`config.mk`:
```
export PLATFORM = sky130hd
export DESIGN_NAME = complexDotProduct
export DESIGN_NICKNAME = d
export VERILOG_FILES = /design/src/design/dotProductPkg.sv /design/src/design/sequencerPkg.sv /design/src/design/complexDotProduct.sv /design/src/design/dotProductSequencer.sv /design/src/design/macAccumulator.sv /design/src/design/operandSelect.sv
export SDC_FILE = /design/constraint.sdc
export NUM_CORES = 1
export LEC_CHECK = 0
export BUFFER_PORTS_ARGS = -buffer_cell sky130_fd_sc_hd__buf_2
export CAP_MARGIN = 0
export CORE_MARGIN = 2
export CORE_UTILIZATION = 54
export CTS_BUF_LIST = sky130_fd_sc_hd__clkbuf_16
export DETAILED_ROUTE_END_ITERATION = 10
export HOLD_SLACK_MARGIN = 0.08
export MAX_ROUTING_LAYER = met4
export PLACE_DENSITY_LB_ADDON = 0.1
export SLEW_MARGIN = 20
export SYNTH_ARGS = -nofsm -noshare
export SYNTH_HDL_FRONTEND = slang
export SYNTH_SLANG_ARGS = --single-unit
```
`constraint.sdc`:
```
create_clock -name CLK -period 11 [get_ports CLK]
set_input_delay 1.1 -clock CLK [delete_from_list [all_inputs] [get_ports CLK]]
set_output_delay 1.1 -clock CLK [all_outputs]
set_load 0.005 [all_outputs]
```
`src/design/dotProductPkg.sv`:
```
package dotProductPkg;

	////////////////////////////////////////////////////////////
	// Element and accumulator sizes
	////////////////////////////////////////////////////////////

	localparam int ElemWidth = 16;                  // One real or imaginary part
	localparam int VecLen    = 4;                   // Elements per row and column
	localparam int AccWidth  = 32;                  // Accumulator and result part

	////////////////////////////////////////////////////////////
	// Operand formats
	////////////////////////////////////////////////////////////

	// One complex element, real part in the upper half of the word
	typedef struct packed {
		logic signed [ElemWidth-1:0] re;
		logic signed [ElemWidth-1:0] im;
	} cplxElemT;

	// Element 0 sits in the lowest 32 bits
	typedef cplxElemT [VecLen-1:0] cplxVecT;

	////////////////////////////////////////////////////////////
	// Result format
	////////////////////////////////////////////////////////////

	typedef struct packed {
		logic signed [AccWidth-1:0] re;         // Sum of re*re - im*im
		logic signed [AccWidth-1:0] im;         // Sum of re*im + im*re
	} cplxResultT;

endpackage

```
`src/design/sequencerPkg.sv`:
```
package sequencerPkg;

	////////////////////////////////////////////////////////////
	// Control step word
	////////////////////////////////////////////////////////////

	// Picks one scalar out of a stored vector
	typedef struct packed {
		logic [1:0] elemIdx;                    // Element number
		logic       imagPart;                   // 1 selects the imaginary part
	} partSelT;

	// One word per sequencer cycle, all zero means no operation
	typedef struct packed {
		partSelT rowSel;                        // Row operand select
		partSelT colSel;                        // Column operand select
		logic    subtract;                      // Accumulate minus the product
		logic    accEn;                         // Accumulate on this edge
		logic    accClr;                        // Clear the accumulator
		logic    capReal;                       // Copy accumulator to result.re
		logic    capImag;                       // Copy accumulator to result.im
	} ctrlStepT;

	////////////////////////////////////////////////////////////
	// Sequencer states
	////////////////////////////////////////////////////////////

	// Encodings are consecutive so the chain advances by one
	typedef enum logic [4:0] {
		stIdle   = 5'd0,
		stRe0    = 5'd1,  stRe1 = 5'd2,  stRe2 = 5'd3,  stRe3 = 5'd4,
		stRe4    = 5'd5,  stRe5 = 5'd6,  stRe6 = 5'd7,  stRe7 = 5'd8,
		stCapRe  = 5'd9,
		stClr    = 5'd10,
		stIm0    = 5'd11, stIm1 = 5'd12, stIm2 = 5'd13, stIm3 = 5'd14,
		stIm4    = 5'd15, stIm5 = 5'd16, stIm6 = 5'd17, stIm7 = 5'd18,
		stCapIm  = 5'd19,
		stCheck  = 5'd20,
		stFinish = 5'd21
	} seqStateT;

endpackage

```
`src/design/complexDotProduct.sv`:
```
`timescale 1ns/1ps

module complexDotProduct (
	input  logic                      CLK,
	input  logic                      rstN,
	input  logic                      start,
	input  dotProductPkg::cplxVecT    row,
	input  dotProductPkg::cplxVecT    col,
	output dotProductPkg::cplxResultT result,
	output logic                      done,
	output logic                      error,
	output logic                      busy
);

	sequencerPkg::ctrlStepT                     step;    // Control word for this cycle
	logic                                       load;    // Start accepted
	logic signed [dotProductPkg::ElemWidth-1:0] rowPart;
	logic signed [dotProductPkg::ElemWidth-1:0] colPart;
	logic                                       overflow;

	operandSelect i_operandSelect (
		.CLK     (CLK),
		.rstN    (rstN),
		.load    (load),
		.row     (row),
		.col     (col),
		.rowSel  (step.rowSel),
		.colSel  (step.colSel),
		.rowPart (rowPart),
		.colPart (colPart)
	);

	macAccumulator i_macAccumulator (
		.CLK      (CLK),
		.rstN     (rstN),
		.load     (load),
		.step     (step),
		.rowPart  (rowPart),
		.colPart  (colPart),
		.result   (result),
		.overflow (overflow)
	);

	dotProductSequencer i_dotProductSequencer (
		.CLK      (CLK),
		.rstN     (rstN),
		.start    (start),
		.overflow (overflow),
		.step     (step),
		.load     (load),
		.busy     (busy),
		.done     (done),
		.error    (error)
	);

endmodule

```
`src/design/dotProductSequencer.sv`:
```
`timescale 1ns/1ps

module dotProductSequencer (
	input  logic                   CLK,
	input  logic                   rstN,
	input  logic                   start,
	input  logic                   overflow,
	output sequencerPkg::ctrlStepT step,
	output logic                   load,
	output logic                   busy,
	output logic                   done,
	output logic                   error
);

	sequencerPkg::seqStateT state;
	sequencerPkg::seqStateT nextState;
	logic                   errQ;                   // Outcome latched in the check state
	logic                   ready;                  // Start may be taken this cycle

	// Builds one multiply step for element idx
	function automatic sequencerPkg::ctrlStepT mulStep(
		input logic [1:0] idx,
		input logic       rowIm,
		input logic       colIm,
		input logic       sub
	);
		sequencerPkg::ctrlStepT s;
		s                  = '0;
		s.rowSel.elemIdx   = idx;
		s.rowSel.imagPart  = rowIm;
		s.colSel.elemIdx   = idx;
		s.colSel.imagPart  = colIm;
		s.subtract         = sub;
		s.accEn            = 1'b1;
		return s;
	endfunction

	////////////////////////////////////////////////////////////
	// State register
	////////////////////////////////////////////////////////////

	always_ff @(posedge CLK) begin
		if (!rstN) begin
			state <= sequencerPkg::stIdle;
			errQ  <= 1'b0;
		end else begin
			state <= nextState;
			if (state == sequencerPkg::stCheck) begin
				errQ <= overflow;           // Includes the last imaginary step
			end
		end
	end

	// Linear chain, only idle and finish wait on start
	always_comb begin
		case (state)
			sequencerPkg::stIdle,
			sequencerPkg::stFinish: begin
				nextState = start ? sequencerPkg::stRe0 : sequencerPkg::stIdle;
			end
			default: begin
				nextState = sequencerPkg::seqStateT'(state + 5'd1);
			end
		endcase
	end

	////////////////////////////////////////////////////////////
	// Step table
	////////////////////////////////////////////////////////////

	always_comb begin
		step = '0;
		case (state)
			sequencerPkg::stRe0:   step = mulStep(2'd0, 1'b0, 1'b0, 1'b0); // + r0*c0
			sequencerPkg::stRe1:   step = mulStep(2'd0, 1'b1, 1'b1, 1'b1); // - i0*i0
			sequencerPkg::stRe2:   step = mulStep(2'd1, 1'b0, 1'b0, 1'b0);
			sequencerPkg::stRe3:   step = mulStep(2'd1, 1'b1, 1'b1, 1'b1);
			sequencerPkg::stRe4:   step = mulStep(2'd2, 1'b0, 1'b0, 1'b0);
			sequencerPkg::stRe5:   step = mulStep(2'd2, 1'b1, 1'b1, 1'b1);
			sequencerPkg::stRe6:   step = mulStep(2'd3, 1'b0, 1'b0, 1'b0);
			sequencerPkg::stRe7:   step = mulStep(2'd3, 1'b1, 1'b1, 1'b1);
			sequencerPkg::stCapRe: step.capReal = 1'b1;
			sequencerPkg::stClr:   step.accClr = 1'b1;
			sequencerPkg::stIm0:   step = mulStep(2'd0, 1'b0, 1'b1, 1'b0); // + r0*ic0
			sequencerPkg::stIm1:   step = mulStep(2'd0, 1'b1, 1'b0, 1'b0); // + i0*rc0
			sequencerPkg::stIm2:   step = mulStep(2'd1, 1'b0, 1'b1, 1'b0);
			sequencerPkg::stIm3:   step = mulStep(2'd1, 1'b1, 1'b0, 1'b0);
			sequencerPkg::stIm4:   step = mulStep(2'd2, 1'b0, 1'b1, 1'b0);
			sequencerPkg::stIm5:   step = mulStep(2'd2, 1'b1, 1'b0, 1'b0);
			sequencerPkg::stIm6:   step = mulStep(2'd3, 1'b0, 1'b1, 1'b0);
			sequencerPkg::stIm7:   step = mulStep(2'd3, 1'b1, 1'b0, 1'b0);
			sequencerPkg::stCapIm: step.capImag = 1'b1;
			default:               step = '0;  // Idle, check and finish
		endcase
	end

	////////////////////////////////////////////////////////////
	// Status outputs
	////////////////////////////////////////////////////////////

	// Busy drops as the done or error pulse appears
	assign ready = (state == sequencerPkg::stIdle) || (state == sequencerPkg::stFinish);
	assign load  = start && ready;
	assign busy  = !ready;
	assign done  = (state == sequencerPkg::stFinish) && !errQ;
	assign error = (state == sequencerPkg::stFinish) && errQ;

	////////////////////////////////////////////////////////////
	// Checks
	////////////////////////////////////////////////////////////

	doneErrorExclusive: assert property (
		@(posedge CLK) disable iff (!rstN)
		!(done && error)
	) else $error("Done and error raised together");

	donePulse: assert property (
		@(posedge CLK) disable iff (!rstN)
		done |=> !done
	) else $error("Done lasted more than one cycle");

	errorPulse: assert property (
		@(posedge CLK) disable iff (!rstN)
		error |=> !error
	) else $error("Error lasted more than one cycle");

	// Every accepted start ends in one outcome strobe after the full chain
	loadEndsInOutcome: assert property (
		@(posedge CLK) disable iff (!rstN)
		load |-> ##21 (done ^ error)
	) else $error("Accepted start not followed by an outcome strobe on time");

endmodule

```
`src/design/macAccumulator.sv`:
```
`timescale 1ns/1ps

module macAccumulator (
	input  logic                                       CLK,
	input  logic                                       rstN,
	input  logic                                       load,
	input  sequencerPkg::ctrlStepT                     step,
	input  logic signed [dotProductPkg::ElemWidth-1:0] rowPart,
	input  logic signed [dotProductPkg::ElemWidth-1:0] colPart,
	output dotProductPkg::cplxResultT                  result,
	output logic                                       overflow
);

	logic signed [2*dotProductPkg::ElemWidth-1:0] product;
	logic signed [dotProductPkg::AccWidth-1:0]    acc;
	logic signed [dotProductPkg::AccWidth:0]      sumWide; // One guard bit
	logic                                         sumOvf;

	////////////////////////////////////////////////////////////
	// Multiply and add/subtract
	////////////////////////////////////////////////////////////

	assign product = rowPart * colPart;             // Full precision signed product

	// Both operands sign extend into the guard bit
	assign sumWide = step.subtract ? (acc - product) : (acc + product);

	// Guard bit differs from the sign bit when the sum leaves the range
	assign sumOvf = sumWide[dotProductPkg::AccWidth] != sumWide[dotProductPkg::AccWidth-1];

	////////////////////////////////////////////////////////////
	// Accumulator and overflow flag
	////////////////////////////////////////////////////////////

	always_ff @(posedge CLK) begin
		if (!rstN) begin
			acc      <= '0;
			overflow <= 1'b0;
		end else begin
			if (load || step.accClr) begin
				acc <= '0;                  // Start of a new part sum
			end else if (step.accEn) begin
				acc <= sumWide[dotProductPkg::AccWidth-1:0];
			end

			if (load) begin
				overflow <= 1'b0;           // Flag spans both part sums
			end else if (step.accEn && sumOvf) begin
				overflow <= 1'b1;           // Sticky until the next load
			end
		end
	end

	////////////////////////////////////////////////////////////
	// Result registers
	////////////////////////////////////////////////////////////

	// Each half holds until its next capture
	always_ff @(posedge CLK) begin
		if (!rstN) begin
			result <= '0;
		end else begin
			if (step.capReal) begin
				result.re <= acc;
			end
			if (step.capImag) begin
				result.im <= acc;
			end
		end
	end

	////////////////////////////////////////////////////////////
	// Checks
	////////////////////////////////////////////////////////////

	accEnClrExclusive: assert property (
		@(posedge CLK) disable iff (!rstN)
		!(step.accEn && step.accClr)
	) else $error("Accumulate and clear issued in the same step");

	captureExclusive: assert property (
		@(posedge CLK) disable iff (!rstN)
		!(step.capReal && step.capImag)
	) else $error("Both result halves captured in the same step");

endmodule

```
`src/design/operandSelect.sv`:
```
`timescale 1ns/1ps

module operandSelect (
	input  logic                                     CLK,
	input  logic                                     rstN,
	input  logic                                     load,
	input  dotProductPkg::cplxVecT                   row,
	input  dotProductPkg::cplxVecT                   col,
	input  sequencerPkg::partSelT                    rowSel,
	input  sequencerPkg::partSelT                    colSel,
	output logic signed [dotProductPkg::ElemWidth-1:0] rowPart,
	output logic signed [dotProductPkg::ElemWidth-1:0] colPart
);

	dotProductPkg::cplxVecT  rowQ;                  // Stored row vector
	dotProductPkg::cplxVecT  colQ;                  // Stored column vector
	dotProductPkg::cplxElemT rowElem;
	dotProductPkg::cplxElemT colElem;

	////////////////////////////////////////////////////////////
	// Operand registers
	////////////////////////////////////////////////////////////

	// Inputs are free to change once the vectors are held here
	always_ff @(posedge CLK) begin
		if (load) begin
			rowQ <= row;
			colQ <= col;
		end
	end

	////////////////////////////////////////////////////////////
	// Part multiplexers
	////////////////////////////////////////////////////////////

	assign rowElem = rowQ[rowSel.elemIdx];          // Element mux
	assign colElem = colQ[colSel.elemIdx];

	assign rowPart = rowSel.imagPart ? rowElem.im : rowElem.re;
	assign colPart = colSel.imagPart ? colElem.im : colElem.re;

	////////////////////////////////////////////////////////////
	// Checks
	////////////////////////////////////////////////////////////

	// The sequencer only loads from a no-op step word
	loadWithRealSel: assert property (
		@(posedge CLK) disable iff (!rstN)
		load |-> (!rowSel.imagPart && !colSel.imagPart)
	) else $error("Vector load overlaps an imaginary part select");

endmodule

```
==> Yosys cells after proc, flatten, opt, wreduce, memory -nomap -nowiden <==
Cells that the tools add are included.
Widths: inputs -> output; s select.
{ "op_classes": {"n_addsub": 3, "multipliers": 1, "order_cmp": 2, "n_eq_ne": 22, "mux": 13, "bitwise": 1, "reduce_logical": 12} }
{ "ops": {"columns": ["cell", "n"], "rows": [
  ["$bmux 32 s2", 2],
  ["$pmux 8 s16", 1],
  ["$mux 32", 2],
  ["$eq 5x4->1 const B", 8],
  ["$add 32x32->33", 1],
  ["$mux 33", 1],
  ["$sub 32x32->33", 1],
  ["$mul 16x16->32", 1],
  ["$mux 16", 2],
  ["$eq 5x5->1 const B", 6],
  ["$eq 5x3->1 const B", 4],
  ["$eq 5x2->1 const B", 2],
  ["$lt 2x3->1 const B", 2],
  ["$reduce_or 2->1", 3],
  ["$add 5x1->5 const B", 1],
  ["$eq 5x1->1 const B", 1],
  ["$logic_not 5->1", 1],
  ["$mux 5", 1],
  ["$logic_and 1x1->1", 4],
  ["$mux 1", 4],
  ["$logic_not 1->1", 2],
  ["$logic_or 1x1->1", 2],
  ["$ne 1x1->1", 1],
  ["$not 1->1", 1]
]} }
{ "totals": {"ff_bits": 359, "in_bits": 259, "output_inout_bits": 67, "elab_cells": 76} }

==> Logic depth before layout (Yosys ltp) <==
Gate-level depths: netlist of run 1.
{ "depth": {"ltp_word": 10, "depth_mapped": 50, "mapped_depth_nobuf": 45} }

==> Modules after synthesis <==
A second synthesis of run 1 with hierarchy kept.
{ "hier_totals": {"cells_unflattened": 2234, "hier_area_um2": 26505.4} }
{ "modules_own_cells": {"columns": ["mod", "instances", "cells_per_inst", "area_per_inst_um2"], "rows": [
  ["macAccumulator", 1, 1785, 16034.1],
  ["operandSelect", 1, 370, 9829.4],
  ["dotProductSequencer", 1, 79, 641.9]
]} }

==> Least setup slack after synthesis of run 1 <==
No wires, ideal clock.
{ "synth_path": {"kind": "register -> register", "startpoint": "register i_dotProductSequencer.state[0]", "endpoint": "register i_macAccumulator.overflow", "arrival_time_ns": 10.807, "required_time_ns": 10.937, "path_slack_ns": 0.130, "path_stages_with_launch": 47, "n_path_buf": 6, "synth_period_minus_slack_ns": 10.870, "path_cell_list": "dfxtp_1 > inv_1 > ha_1 > clkbuf_1 > a211oi_1 > a311o_1 > and2_1 > clkbuf_1 > buf_2 > buf_1 > clkbuf_1 > nand3_1 > nand3_1 > o21ai_0 > clkbuf_1 > and2_1 > fa_1 > inv_1 > (+11 left out) > or3_1 > a222oi_1 > nand2_1 > a2111oi_4 > nand2_1 > o21ai_0 > xor2_1 > ha_1 > nand3_1 > nand2_1 > a41oi_1 > o21ai_0 > o31ai_1 > o211a_1 > xor2_1 > xnor2_1 > a2111oi_0 > nand3b_1"} }
{ "synth_via": {"elab_chain_len": 10, "word_cells_on_any_way": 34} }
{ "synth_lines": {"columns": ["item", "line_no", "rtl"], "rows": [
  ["start, declared", "dotProductSequencer.sv:15", "sequencerPkg::seqStateT state;"],
  ["start signal, assigned", "dotProductSequencer.sv:44", "state <= sequencerPkg::stIdle;"],
  ["start signal, assigned", "dotProductSequencer.sv:47", "state <= nextState;"],
  ["$eq 5x5->1 (tied with other cells)", "dotProductSequencer.sv:73", "case (state)"],
  ["$pmux 8 s16", "dotProductSequencer.sv:73", null],
  ["$bmux 32 s2 (on tied branches)", "operandSelect.sv:36, operandSelect.sv:37", null],
  ["$mux 32 (on tied branches)", "operandSelect.sv:36, operandSelect.sv:37", null],
  ["$mux 16 (on tied branches)", "operandSelect.sv:39, operandSelect.sv:40", null],
  ["$mul 16x16->32", "macAccumulator.sv:23", "assign product = rowPart * colPart;"],
  ["$add 32x32->33 or $sub 32x32->33 (tied branches)", "macAccumulator.sv:26", "assign sumWide = step.subtract ? (acc - product) : (acc + product);"],
  ["$mux 33", "macAccumulator.sv:26", null],
  ["$ne 1x1->1", "macAccumulator.sv:29", "assign sumOvf = sumWide[dotProductPkg::AccWidth] != sumWide[dotProductPkg::AccWidth-1];"],
  ["$logic_and 1x1->1", "macAccumulator.sv:48", "end else if (step.accEn && sumOvf) begin"],
  ["end signal, assigned", "macAccumulator.sv:38", "overflow <= 1'b0;"],
  ["end signal, assigned", "macAccumulator.sv:47", "overflow <= 1'b0;"],
  ["end signal, assigned", "macAccumulator.sv:49", "overflow <= 1'b1;"],
  ["end, declared", "macAccumulator.sv:11", "output logic overflow"]
]} }
Parallel ways exist; a longest one is shown, timed or not. The select of a mux whose other input is x is not followed.
A chain may end at the register's enable or synchronous reset.

==> Worst setup path in the final report of run 1 <==
Ends and elaborated chain as after synthesis.

==> results of run 1 <==
[cell type report]
type                       instances  area [sq um]
antenna                            6          15.0
clock buffer                      40          1000
clock inverter                    29           335
fill                            3984         17200
inverter                         321          1210
multi-input combinational       1952         15500
sequential                       359          9750
tap                              664           831
timing repair buffer             470          2850
[sequential cells by signal, summed over array words and instances (netlist names)]
name / flops
i_operandSelect.colQ: 128
i_operandSelect.rowQ: 128
i_macAccumulator.acc: 32
i_dotProductSequencer.state: 5
i_dotProductSequencer.errQ: 1
i_macAccumulator.result: 64
i_macAccumulator.overflow: 1
[what timing repair did]
item                       CTS  global route
setup endpoints to repair    2            10
setup buffers                4            34
pin swaps                    2            22
gates cloned                 0             1
gates resized for setup      6            99
[cells in the mapped netlist (all sizes together), types with 10 or more instances]
master,n
o21ai,72
o21a,14
nand2b,11
or2,15
xnor2,59
nand3,178
a31oi,11
ha,120
nor2,75
inv,321
nor2b,15
mux2i,10
fa,263
buf,18
edfxtp,256
a211oi,13
clkbuf,112
nand2,603
a21o,24
or3,10
nor3,16
a21oi,90
and2,140
dfxtp,103
xor2,30
a21boi,65
[worst max-delay path, delay by kind of cell (launching register included)]
kind	cells	cell delay (ns)
DFF	1	0.37
buffers and inverters	8	0.99
xor gates and xnor gates	2	0.36
AOI/OAI and AO/OA	12	3.02
and+or+nand+nor	11	1.91
adders and majority gates	9	3.86
[metrics by stage]
stage	hold slack [ns]	utilization, %	area [sq um]	worst slack, ns
CTS	0.463	63.3	30900	0.000172
detailed placement	0.456	60.5	29500	-0.133
global route	0.483	64.7	31500	-0.0803
floorplan	0.460	-	26600	0.130
finish	0.461	64.7	31500	0.379
global placement	0.448	60.5	29500	0.0990
[cell families (layout without fill, tap and decap cells)]
kind of cell | after synthesis | in the layout | share of synthesized area, %
adders and majority gates | 383 | 383 | 25.4
DFF | 359 | 359 | 36.6
muxes | 15 | 15 | 0.588
and+or+nand+nor | 1104 | 1105 | 18.9
buffers and inverters | 451 | 860 | 6.39
xor gates and xnor gates | 89 | 89 | 2.93
other | 0 | 6 | 0
AOI/OAI and AO/OA | 360 | 360 | 9.10
[how the worst max path moves through the flow]
| stage | cells after the start | slack [ns] | start | endpoint |
|---|---|---|---|---|
| 2_1_floorplan | 46 | 0.13 | i_dotProductSequencer.state[0]$_SDFF_PN0_ | i_macAccumulator.overflow$_SDFFE_PP0P_ |
| 3_3_place_gp | 40 | 0.1 | i_dotProductSequencer.state[0]$_SDFF_PN0_ | i_macAccumulator.overflow$_SDFFE_PP0P_ |
| 3_5_place_dp | 40 | -0.13 | i_dotProductSequencer.state[0]$_SDFF_PN0_ | i_macAccumulator.overflow$_SDFFE_PP0P_ |
| 4_1_cts | 45 | 0.0002 | i_dotProductSequencer.state[0]$_SDFF_PN0_ | i_macAccumulator.overflow$_SDFFE_PP0P_ |
| 5_1_grt | 43 | -0.08 | i_dotProductSequencer.state[0]$_SDFF_PN0_ | i_macAccumulator.overflow$_SDFFE_PP0P_ |
| 6_report | 42 | 0.38 | i_dotProductSequencer.state[0]$_SDFF_PN0_ | i_macAccumulator.overflow$_SDFFE_PP0P_ |
[metal layers]
metal | global-route usage [%] | share of wire, %
met1 | 39.6 | 42
met2 | 48.1 | 49
met3 | 3.71 | 5.8
met4 | 9.16 | 2.7
met5 | - | 0
==> key figures, run 1 <==
Yosys
  – Register area share after synthesis: 36.6%
  – Yosys top cell by area: edfxtp_1
  – Primary FF master, synth: edfxtp_1
  – Synth area leaders: edfxtp_1, fa_1, nand2_1
  – Post-synth EDFFs: 256
  – Ys Warns: 0
  – Synth Register Bits: 359
  – Cell count after synthesis: 2,761
  – Syn nets: 3,403
  – Ys async rst share: 0%
  – Syn avg cell area: 9.64 sq um
  – Mapped cell area: 0.0266 sq mm
  – Yosys top cell area share: 28.9%
  – Synth unique cells: 85

Worst setup path
  – Critical Path Slowest Stage Cell: fa_1
  – FF-to-FF Start: i_dotProductSequencer.state[0]$_SDFF_PN0_
  – Endpoint type of the worst setup path: register
  – Critical path's largest stage delay: 0.58 ns
  – Critical Path Most Common Cell: fa_1
  – Critical Path AT: 11.14 ns
  – Worst Setup Path Type: reg -> reg
  – Worst endpoint required time: 11.51 ns
  – Crit path max fanout: 32
  – R2r setup slk: 0.38 ns
  – Startpoint types: register
  – Worst reg2reg path endpoint: i_macAccumulator.overflow$_SDFFE_PP0P_
  – Worst reg-to-reg path cell count: 42

Routing
  – Total routed wirelength: 73,300 microns
  – DRC viols: 0
  – First-pass DRT Iterations: 6
  – DRT iter0 DRCs: 1,608
  – Via-to-Cell Ratio: 5.45
  – Total vias in the final route: 20,900
  – Final ANT Viol Nets: 0
  – WL/cell: 19.1 microns

GRT
  – Global-route wire length before repair: 114,000 microns
  – Vias in the first global route: 21,000
  – GR Overflow Total: 0
  – Largest net degree at the start of global routing: 105
  – Initial antenna violation count: 6
  – Total GRT Usage: 29.8%

Timing
  – Slew Limit Fails: 0
  – Actual slew at the worst max-slew pin: 1.10 ns
  – Period utilization: 96.6%
  – Final min period: 10.62 ns
  – Final setup vio count: 0
  – Worst Skew: 0.0335 ns
  – Fmax: 0.0942 GHz
  – Slew headroom: 26.9%
  – Final hold vios: 0
  – Final TNS setup: 0 ns

Clocking
  – Clock buffer count from CTS: 40
  – H-tree lvl count: 2
  – Maximum clock path buffer count: 3
  – Worst skew pair latency: 0.58 ns
  – CTS Hold Bufs: 0
  – CTS tree: built
  – CTS clk-pin slew, worst paths: 0.06 ns
  – CTS root buf: clkbuf_16
  – Clock Sink Count: 359

Die
  – Die area: 0.0511 sq mm
  – Core area: 0.0487 sq mm
  – Starting Density: 54.6%
  – Die W: 226 microns
  – Top-Level Pins: 326
  – Std cell rows: 81
  – Die Height: 226 microns

Placement
  – Detailed Place HPWL: 57,300 microns
  – Gpl congestion: 0.962
  – Port bufs: 325
  – Cells after DPL: 3,727

Finish
  – P&R area growth vs syn: 18.6%
  – Leading cell types in the layout, fill and taps excluded: nand2_1, buf_2, inv_1, fa_1, edfxtp_1
  – Fin nets: 3,786
  – Layout cells sized above 1: 19.9%
  – Commonest non-fill, non-tap cell in the layout: nand2_1
  – Cell Count, Final, Fillers Out: 3,841

Outcome
  – Status: completed

Flow run
  – Max_cap viols: 0

Hold path
  – Min-delay worst type: reg -> reg
  – WHS Path Cells: 2
  – Hold EP: i_macAccumulator.result[63]$_SDFFE_PN0N_
  – Critical hold path startpoint: i_macAccumulator.result[63]$_SDFFE_PN0N_
Power of run 1 is not shown: default switching activity piles up to over one toggle a cycle in this logic, so the estimate is an artifact.
==> inputs of run 2 (changes only) <==
- CORE_ASPECT_RATIO: default -> 1.1
==> run 2 against run 1 <==
Against the previous run: register-to-register slack improved by 0.13 ns; worst hold slack barely moved; sequential cell count did not move.
==> key figures, run 2 (same netlist as run 1, synthesis figures left out) <==
Outcome
  – Status: completed (unchanged)

Finish
  – Fin nets: 3,764 (was 3,786)
  – Fill cells: 4,025 (was 3,984)
  – Cell Count, Final, Fillers Out: 3,807 (was 3,841)
  – Biggest regs: i_operandSelect.colQ x128, i_operandSelect.rowQ x128, i_macAccumulator.result x64 (unchanged)
  – Layout cells sized above 1: 18.9% (was 19.9%)
  – Commonest non-fill, non-tap cell in the layout: nand2_1 (unchanged)
  – Multi-input combinational cell area: 0.0155 sq mm (about the same)
  – P&R area growth vs syn: 17.7% (was 18.6%)
  – Register area: 0.00976 sq mm (was 0.00975 sq mm)
  – Leading cell types in the layout, fill and taps excluded: nand2_1, inv_1, buf_2, fa_1, edfxtp_1 (was nand2_1, buf_2, inv_1, fa_1, edfxtp_1)

GRT
  – Total GRT Usage: 28.8% (was 29.8%)
  – Initial antenna violation count: 4 (was 6)
  – Global-route wire length before repair: 112,000 microns (was 114,000 microns)
  – GR Overflow Total: 0 (unchanged)
  – Largest net degree at the start of global routing: 118 (was 105)
  – Vias in the first global route: 21,300 (was 21,000)

Routing
  – Total vias in the final route: 20,800 (was 20,900)
  – Total routed wirelength: 72,500 microns (was 73,300 microns)
  – DRC viols: 0 (unchanged)
  – Via-to-Cell Ratio: 5.47 (was 5.45)
  – DRT iter0 DRCs: 1,480 (was 1,608)
  – Final ANT Viol Nets: 0 (unchanged)
  – WL/cell: 19.0 microns (was 19.1 microns)
  – First-pass DRT Iterations: 5 (was 6)

Timing
  – Slew headroom: 37.3% (was 26.9%)
  – Final setup vio count: 0 (unchanged)
  – Actual slew at the worst max-slew pin: 0.941 ns (was 1.10 ns)
  – Final hold vios: 0 (unchanged)
  – Period utilization: 95.4% (was 96.6%)
  – Slew Limit Fails: 0 (unchanged)
  – Fmax: 0.0953 GHz (was 0.0942 GHz)
  – Final min period: 10.49 ns (was 10.62 ns)
  – Worst Skew: 0.0191 ns (was 0.0335 ns)

Worst setup path
  – Worst Setup Path Type: reg -> reg (unchanged)
  – Worst reg-to-reg path cell count: 45 (was 42)
  – Worst endpoint required time: 11.52 ns (was 11.51 ns)
  – Critical Path AT: 11.01 ns (was 11.14 ns)
  – Critical path's largest stage delay: 0.54 ns (was 0.58 ns)
  – Critical Path Most Common Cell: fa_1 (unchanged)
  – Crit path max fanout: 15 (was 32)
  – Startpoint types: register (unchanged)
  – Critical Path Slowest Stage Cell: fa_1 (unchanged)
  – Endpoint type of the worst setup path: register (unchanged)

Clocking
  – H-tree lvl count: 2 (unchanged)
  – Maximum clock path buffer count: 3 (unchanged)
  – Clock Sink Count: 359 (unchanged)
  – CTS root buf: clkbuf_16 (unchanged)
  – CTS Hold Bufs: 0 (unchanged)
  – Clock buffer count from CTS: 39 (was 40)
  – CTS clk-pin slew, worst paths: 0.06 ns (about the same)
  – Worst skew pair latency: 0.57 ns (was 0.58 ns)
  – CTS tree: built (unchanged)

Die
  – Std cell rows: 85 (was 81)
  – Top-Level Pins: 326 (unchanged)
  – Starting Density: 54.5% (was 54.6%)
  – Core area: 0.0488 sq mm (was 0.0487 sq mm)
  – Die Height: 237 microns (was 226 microns)
  – Die W: 216 microns (was 226 microns)
  – Die area: 0.0511 sq mm (about the same)

Placement
  – Gpl congestion: 0.931 (was 0.962)
  – Cells after DPL: 3,696 (was 3,727)
  – Port bufs: 325 (unchanged)
  – Detailed Place HPWL: 55,200 microns (was 57,300 microns)

Flow run
  – Max_cap viols: 0 (unchanged)

Hold path
  – Min-delay worst type: reg -> reg (unchanged)
  – WHS Path Cells: 2 (unchanged)
run 2: cell count changes in the layout (fill, tap and decap cells not counted), moves of 3 or more:
cell,before,now
clkbuf_16,40,45
buf_4,122,102
inv_2,4,0
buf_6,18,7
clkinv_1,3,9
buf_12,5,8
run 2: final timing paths:
kind / start / to / slack [ns]
worst min-delay path: i_macAccumulator.result[7]$_SDFFE_PN0N_ / i_macAccumulator.result[7]$_SDFFE_PN0N_ / 0.46
worst max register to register: i_dotProductSequencer.state[1]$_SDFF_PP0_ / i_macAccumulator.overflow$_SDFFE_PP0P_ / 0.51
worst max-delay path: i_dotProductSequencer.state[1]$_SDFF_PP0_ / i_macAccumulator.overflow$_SDFFE_PP0P_ / 0.51
worst min register to register: i_macAccumulator.result[7]$_SDFFE_PN0N_ / i_macAccumulator.result[7]$_SDFFE_PN0N_ / 0.46
run 2: cell type report:
type	count	share of cell area [%]
clock buffers	40	3.20
clock inverters	29	0.759
repair buffers	448	8.89
inverters	321	3.88
flip-flops and latches	359	31.2
diodes	5	0.0400
multi-input cells	1953	49.5
well taps	652	2.61
run 2: metal layers:
metal	share of wire (%)	vias to the layer above	GRT usage (%)	wire length (microns)
met3	5.3	157	3.84	3850
met5	0	-	-	0
met1	41	10100	35.4	29400
li1	-	9813	-	-
met4	3.8	0	10.2	2760
met2	50	697	48.8	36500
run 2: metrics by stage:
| stage | worst slack, ns | util (%) | setup TNS, ns | hold WS (ns) | area (sq um) |
|---|---|---|---|---|---|
| global placement | 0.141 | 60.2 | 0 | 0.447 | 29400 |
| detailed placement | -0.137 | 60.2 | -0.190 | 0.457 | 29400 |
| finish | 0.507 | 64.1 | 0 | 0.461 | 31300 |
| CTS | 0.00196 | 62.7 | 0 | 0.464 | 30600 |
| floorplan | 0.130 | - | 0 | 0.460 | 26600 |
| global route | -0.0650 | 64.1 | -0.0650 | 0.486 | 31300 |
run 2: worst max-delay path: cells and delay by family (launching register included):
| family | cells | cell delay [ns] |
|---|---|---|
| AOI/OAI and AO/OA | 9 | 2.14 |
| xor gates and xnor gates | 2 | 0.30 |
| adders and majority gates | 9 | 3.73 |
| buffers and inverters | 10 | 1.36 |
| DFF | 1 | 0.34 |
| muxes | 1 | 0.07 |
| and+or+nand+nor | 14 | 2.45 |
run 2: timing repair:
item | in CTS | in global routing
pin swaps | 0 | 17
gates cloned | 0 | 7
setup endpoints to repair | 2 | 10
setup buffers | 0 | 30
gates resized for setup | 4 | 79
Power of run 2 is left out for the same reason.
==> inputs of run 3 (changes only) <==
- ABC_AREA: default -> 1
==> run 3 against run 2 <==
Against the previous run: sequential share of layout area is 0.25 points lower; critical path depth is 11 higher; worst hold slack worse by 0.0025 ns.
==> key figures, run 3 <==
Routing
  – First-pass DRT Iterations: 5 (unchanged)
  – Via-to-Cell Ratio: 5.35 (was 5.47)
  – Total routed wirelength: 79,400 microns (was 72,500 microns)
  – Total vias in the final route: 22,800 (was 20,800)
  – DRT iter0 DRCs: 1,716 (was 1,480)
  – Final ANT Viol Nets: 0 (unchanged)
  – WL/cell: 18.6 microns (was 19.0 microns)
  – DRC viols: 0 (unchanged)

Worst setup path
  – Endpoint type of the worst setup path: register (unchanged)
  – Worst reg-to-reg path cell count: 56 (was 45)
  – Worst Setup Path Type: reg -> reg (unchanged)
  – FF-to-FF Start: i_dotProductSequencer.state[0]$_SDFF_PN0_ (was i_dotProductSequencer.state[1]$_SDFF_PP0_)
  – Levels on crit path: 56 (was 45)
  – Crit path max fanout: 47 (was 15)
  – CP delay by family, top: adder cells (unchanged)
  – Worst path bufs/invs: 12 (was 10)
  – Critical Path AT: 10.80 ns (was 11.01 ns)
  – CP Launch Point: i_dotProductSequencer.state[0]$_SDFF_PN0_ (was i_dotProductSequencer.state[1]$_SDFF_PP0_)
  – Startpoint types: register (unchanged)
  – Critical Path Most Common Cell: nand2_1 (was fa_1)
  – Critical path's largest stage delay: 0.64 ns (was 0.54 ns)
  – Critical Path Slowest Stage Cell: fa_1 (unchanged)
  – Worst endpoint required time: 11.49 ns (was 11.52 ns)

Clocking
  – Clock buffer count from CTS: 37 (was 39)
  – CTS clk-pin slew, worst paths: 0.07 ns (was 0.06 ns)
  – CTS tree: built (unchanged)
  – CTS root buf: clkbuf_16 (unchanged)
  – Worst skew pair latency: 0.56 ns (was 0.57 ns)
  – H-tree lvl count: 2 (unchanged)
  – Clock Sink Count: 359 (unchanged)
  – Maximum clock path buffer count: 3 (unchanged)

Yosys
  – Synth area leaders: edfxtp_1, fa_1, nand2_1 (unchanged)
  – Post-synth EDFFs: 256 (unchanged)
  – Primary FF master, synth: edfxtp_1 (unchanged)
  – Register area share after synthesis: 35.8% (was 36.6%)
  – Ys Warns: 0 (unchanged)
  – Mapped cell area: 0.0272 sq mm (was 0.0266 sq mm)
  – Synth unique cells: 46 (was 85)
  – Syn avg cell area: 8.47 sq um (was 9.64 sq um)
  – Commonest cells post-synth: nand2_1, inv_1, nor2_1, fa_1, edfxtp_1 (was nand2_1, inv_1, fa_1, edfxtp_1, nand3_1)
  – Ys async rst share: 0% (unchanged)
  – Cell count after synthesis: 3,213 (was 2,761)
  – Synth Register Bits: 359 (unchanged)
  – Yosys top cell area share: 28.2% (was 28.9%)
  – Syn nets: 3,855 (was 3,403)
  – Most frequent cell after synthesis: nand2_1 (unchanged)
  – Yosys top cell by area: edfxtp_1 (unchanged)

GRT
  – Vias in the first global route: 22,700 (was 21,300)
  – Global-route wire length before repair: 123,000 microns (was 112,000 microns)
  – Largest net degree at the start of global routing: 172 (was 118)
  – GR Overflow Total: 0 (unchanged)
  – Total GRT Usage: 31.6% (was 28.8%)
  – Initial antenna violation count: 1 (was 4)

Outcome
  – Status: completed (unchanged)

Hold path
  – Critical hold path startpoint: i_macAccumulator.result[20]$_SDFFE_PN0N_ (was i_macAccumulator.result[7]$_SDFFE_PN0N_)
  – Min-delay worst type: reg -> reg (unchanged)
  – WHS Path Cells: 2 (unchanged)

Die
  – Die area: 0.0522 sq mm (was 0.0511 sq mm)
  – Std cell rows: 86 (was 85)
  – Die W: 218 microns (was 216 microns)
  – Starting Density: 54.5% (about the same)
  – Top-Level Pins: 326 (unchanged)
  – Die Height: 239 microns (was 237 microns)
  – Core area: 0.0499 sq mm (was 0.0488 sq mm)

Timing
  – Hold Slack: 0.458 ns (was 0.461 ns)
  – Actual slew at the worst max-slew pin: 1.07 ns (was 0.941 ns)
  – Final TNS setup: 0 ns (unchanged)
  – Slew headroom: 28.6% (was 37.3%)
  – Final min period: 10.31 ns (was 10.49 ns)
  – Worst Skew: 0.0361 ns (was 0.0191 ns)
  – Final setup vio count: 0 (unchanged)
  – Slew Limit Fails: 0 (unchanged)
  – Period utilization: 93.7% (was 95.4%)
  – Final hold vios: 0 (unchanged)
  – Fmax: 0.0970 GHz (was 0.0953 GHz)

Finish
  – Leading cell types in the layout, fill and taps excluded: nand2_1, inv_1, buf_2, nor2_1, fa_1 (was nand2_1, inv_1, buf_2, fa_1, edfxtp_1)
  – Biggest regs: i_operandSelect.colQ x128, i_operandSelect.rowQ x128, i_macAccumulator.result x64 (unchanged)
  – Fin nets: 4,214 (was 3,764)
  – Layout cells sized above 1: 15.8% (was 18.9%)
  – P&R area growth vs syn: 15.9% (was 17.7%)
  – Cell Count, Final, Fillers Out: 4,258 (was 3,807)
  – Core Util, Final: 63.2% (was 64.1%)
  – Commonest non-fill, non-tap cell in the layout: nand2_1 (unchanged)

Placement
  – Port bufs: 325 (unchanged)
  – Cells after DPL: 4,167 (was 3,696)
  – Detailed Place HPWL: 63,400 microns (was 55,200 microns)
  – Gpl congestion: 0.999 (was 0.931)

Flow run
  – Max_cap viols: 0 (unchanged)
[run 3: final cells by class]
class                      count  area, sq um
multi-input combinational   2194        15200
fill                        4270        18400
clock inverter                26          148
inverter                     565         2170
sequential                   359         9750
antenna                        1         2.50
tap                          660          826
clock buffer                  38          951
timing repair buffer         415         2490
[run 3: cells by family (layout without fill, tap and decap cells)]
kind of cell,Yosys count,count (layout),synth area share [%]
other cells,0,1,0
compound gates,313,313,6.48
flops,359,359,35.8
buf+inv,660,1044,9.27
simple gates,1433,1433,21.5
fa+ha+maj,383,383,24.9
xor+xnor,65,65,2.09
[run 3: worst paths after layout]
path         slack, ns                                       end
max               0.69    i_macAccumulator.overflow$_SDFFE_PP0P_
min               0.46  i_macAccumulator.result[20]$_SDFFE_PN0N_
max reg2reg       0.69    i_macAccumulator.overflow$_SDFFE_PP0P_
min reg2reg       0.46  i_macAccumulator.result[20]$_SDFFE_PN0N_
[run 3: through the flow]
step	worst slack (ns)	area [sq um]
finish	0.689	31600
detailed placement	-0.0892	29900
global placement	0.0154	29900
global route	-0.0951	31600
CTS	0.0439	31000
floorplan	1.56	27200
[run 3: tightest hold or removal path, cell delays in order, from the launching register on]
cell and delay [ns]:
dfxtp_1 0.30, nand2_1 0.06, a21oi_1 0.05
[run 3: layer usage]
layer	GRT usage (%)	vias to the layer above	share of wire (%)
li1	-	10800	-
met1	40.7	10900	41
met2	52.5	839	49
met3	3.66	170	6.0
met4	9.94	0	3.2
met5	-	-	0
[run 3: timing repair]
action	in CTS	in global routing
endpoints found under the setup margin	1	12
gates resized for setup	2	87
hold buffers	0	0
gates cloned	0	1
pin swaps	0	9
setup buffers	0	24
hold endpoints to repair	0	0
Power of run 3 is left out for the same reason.
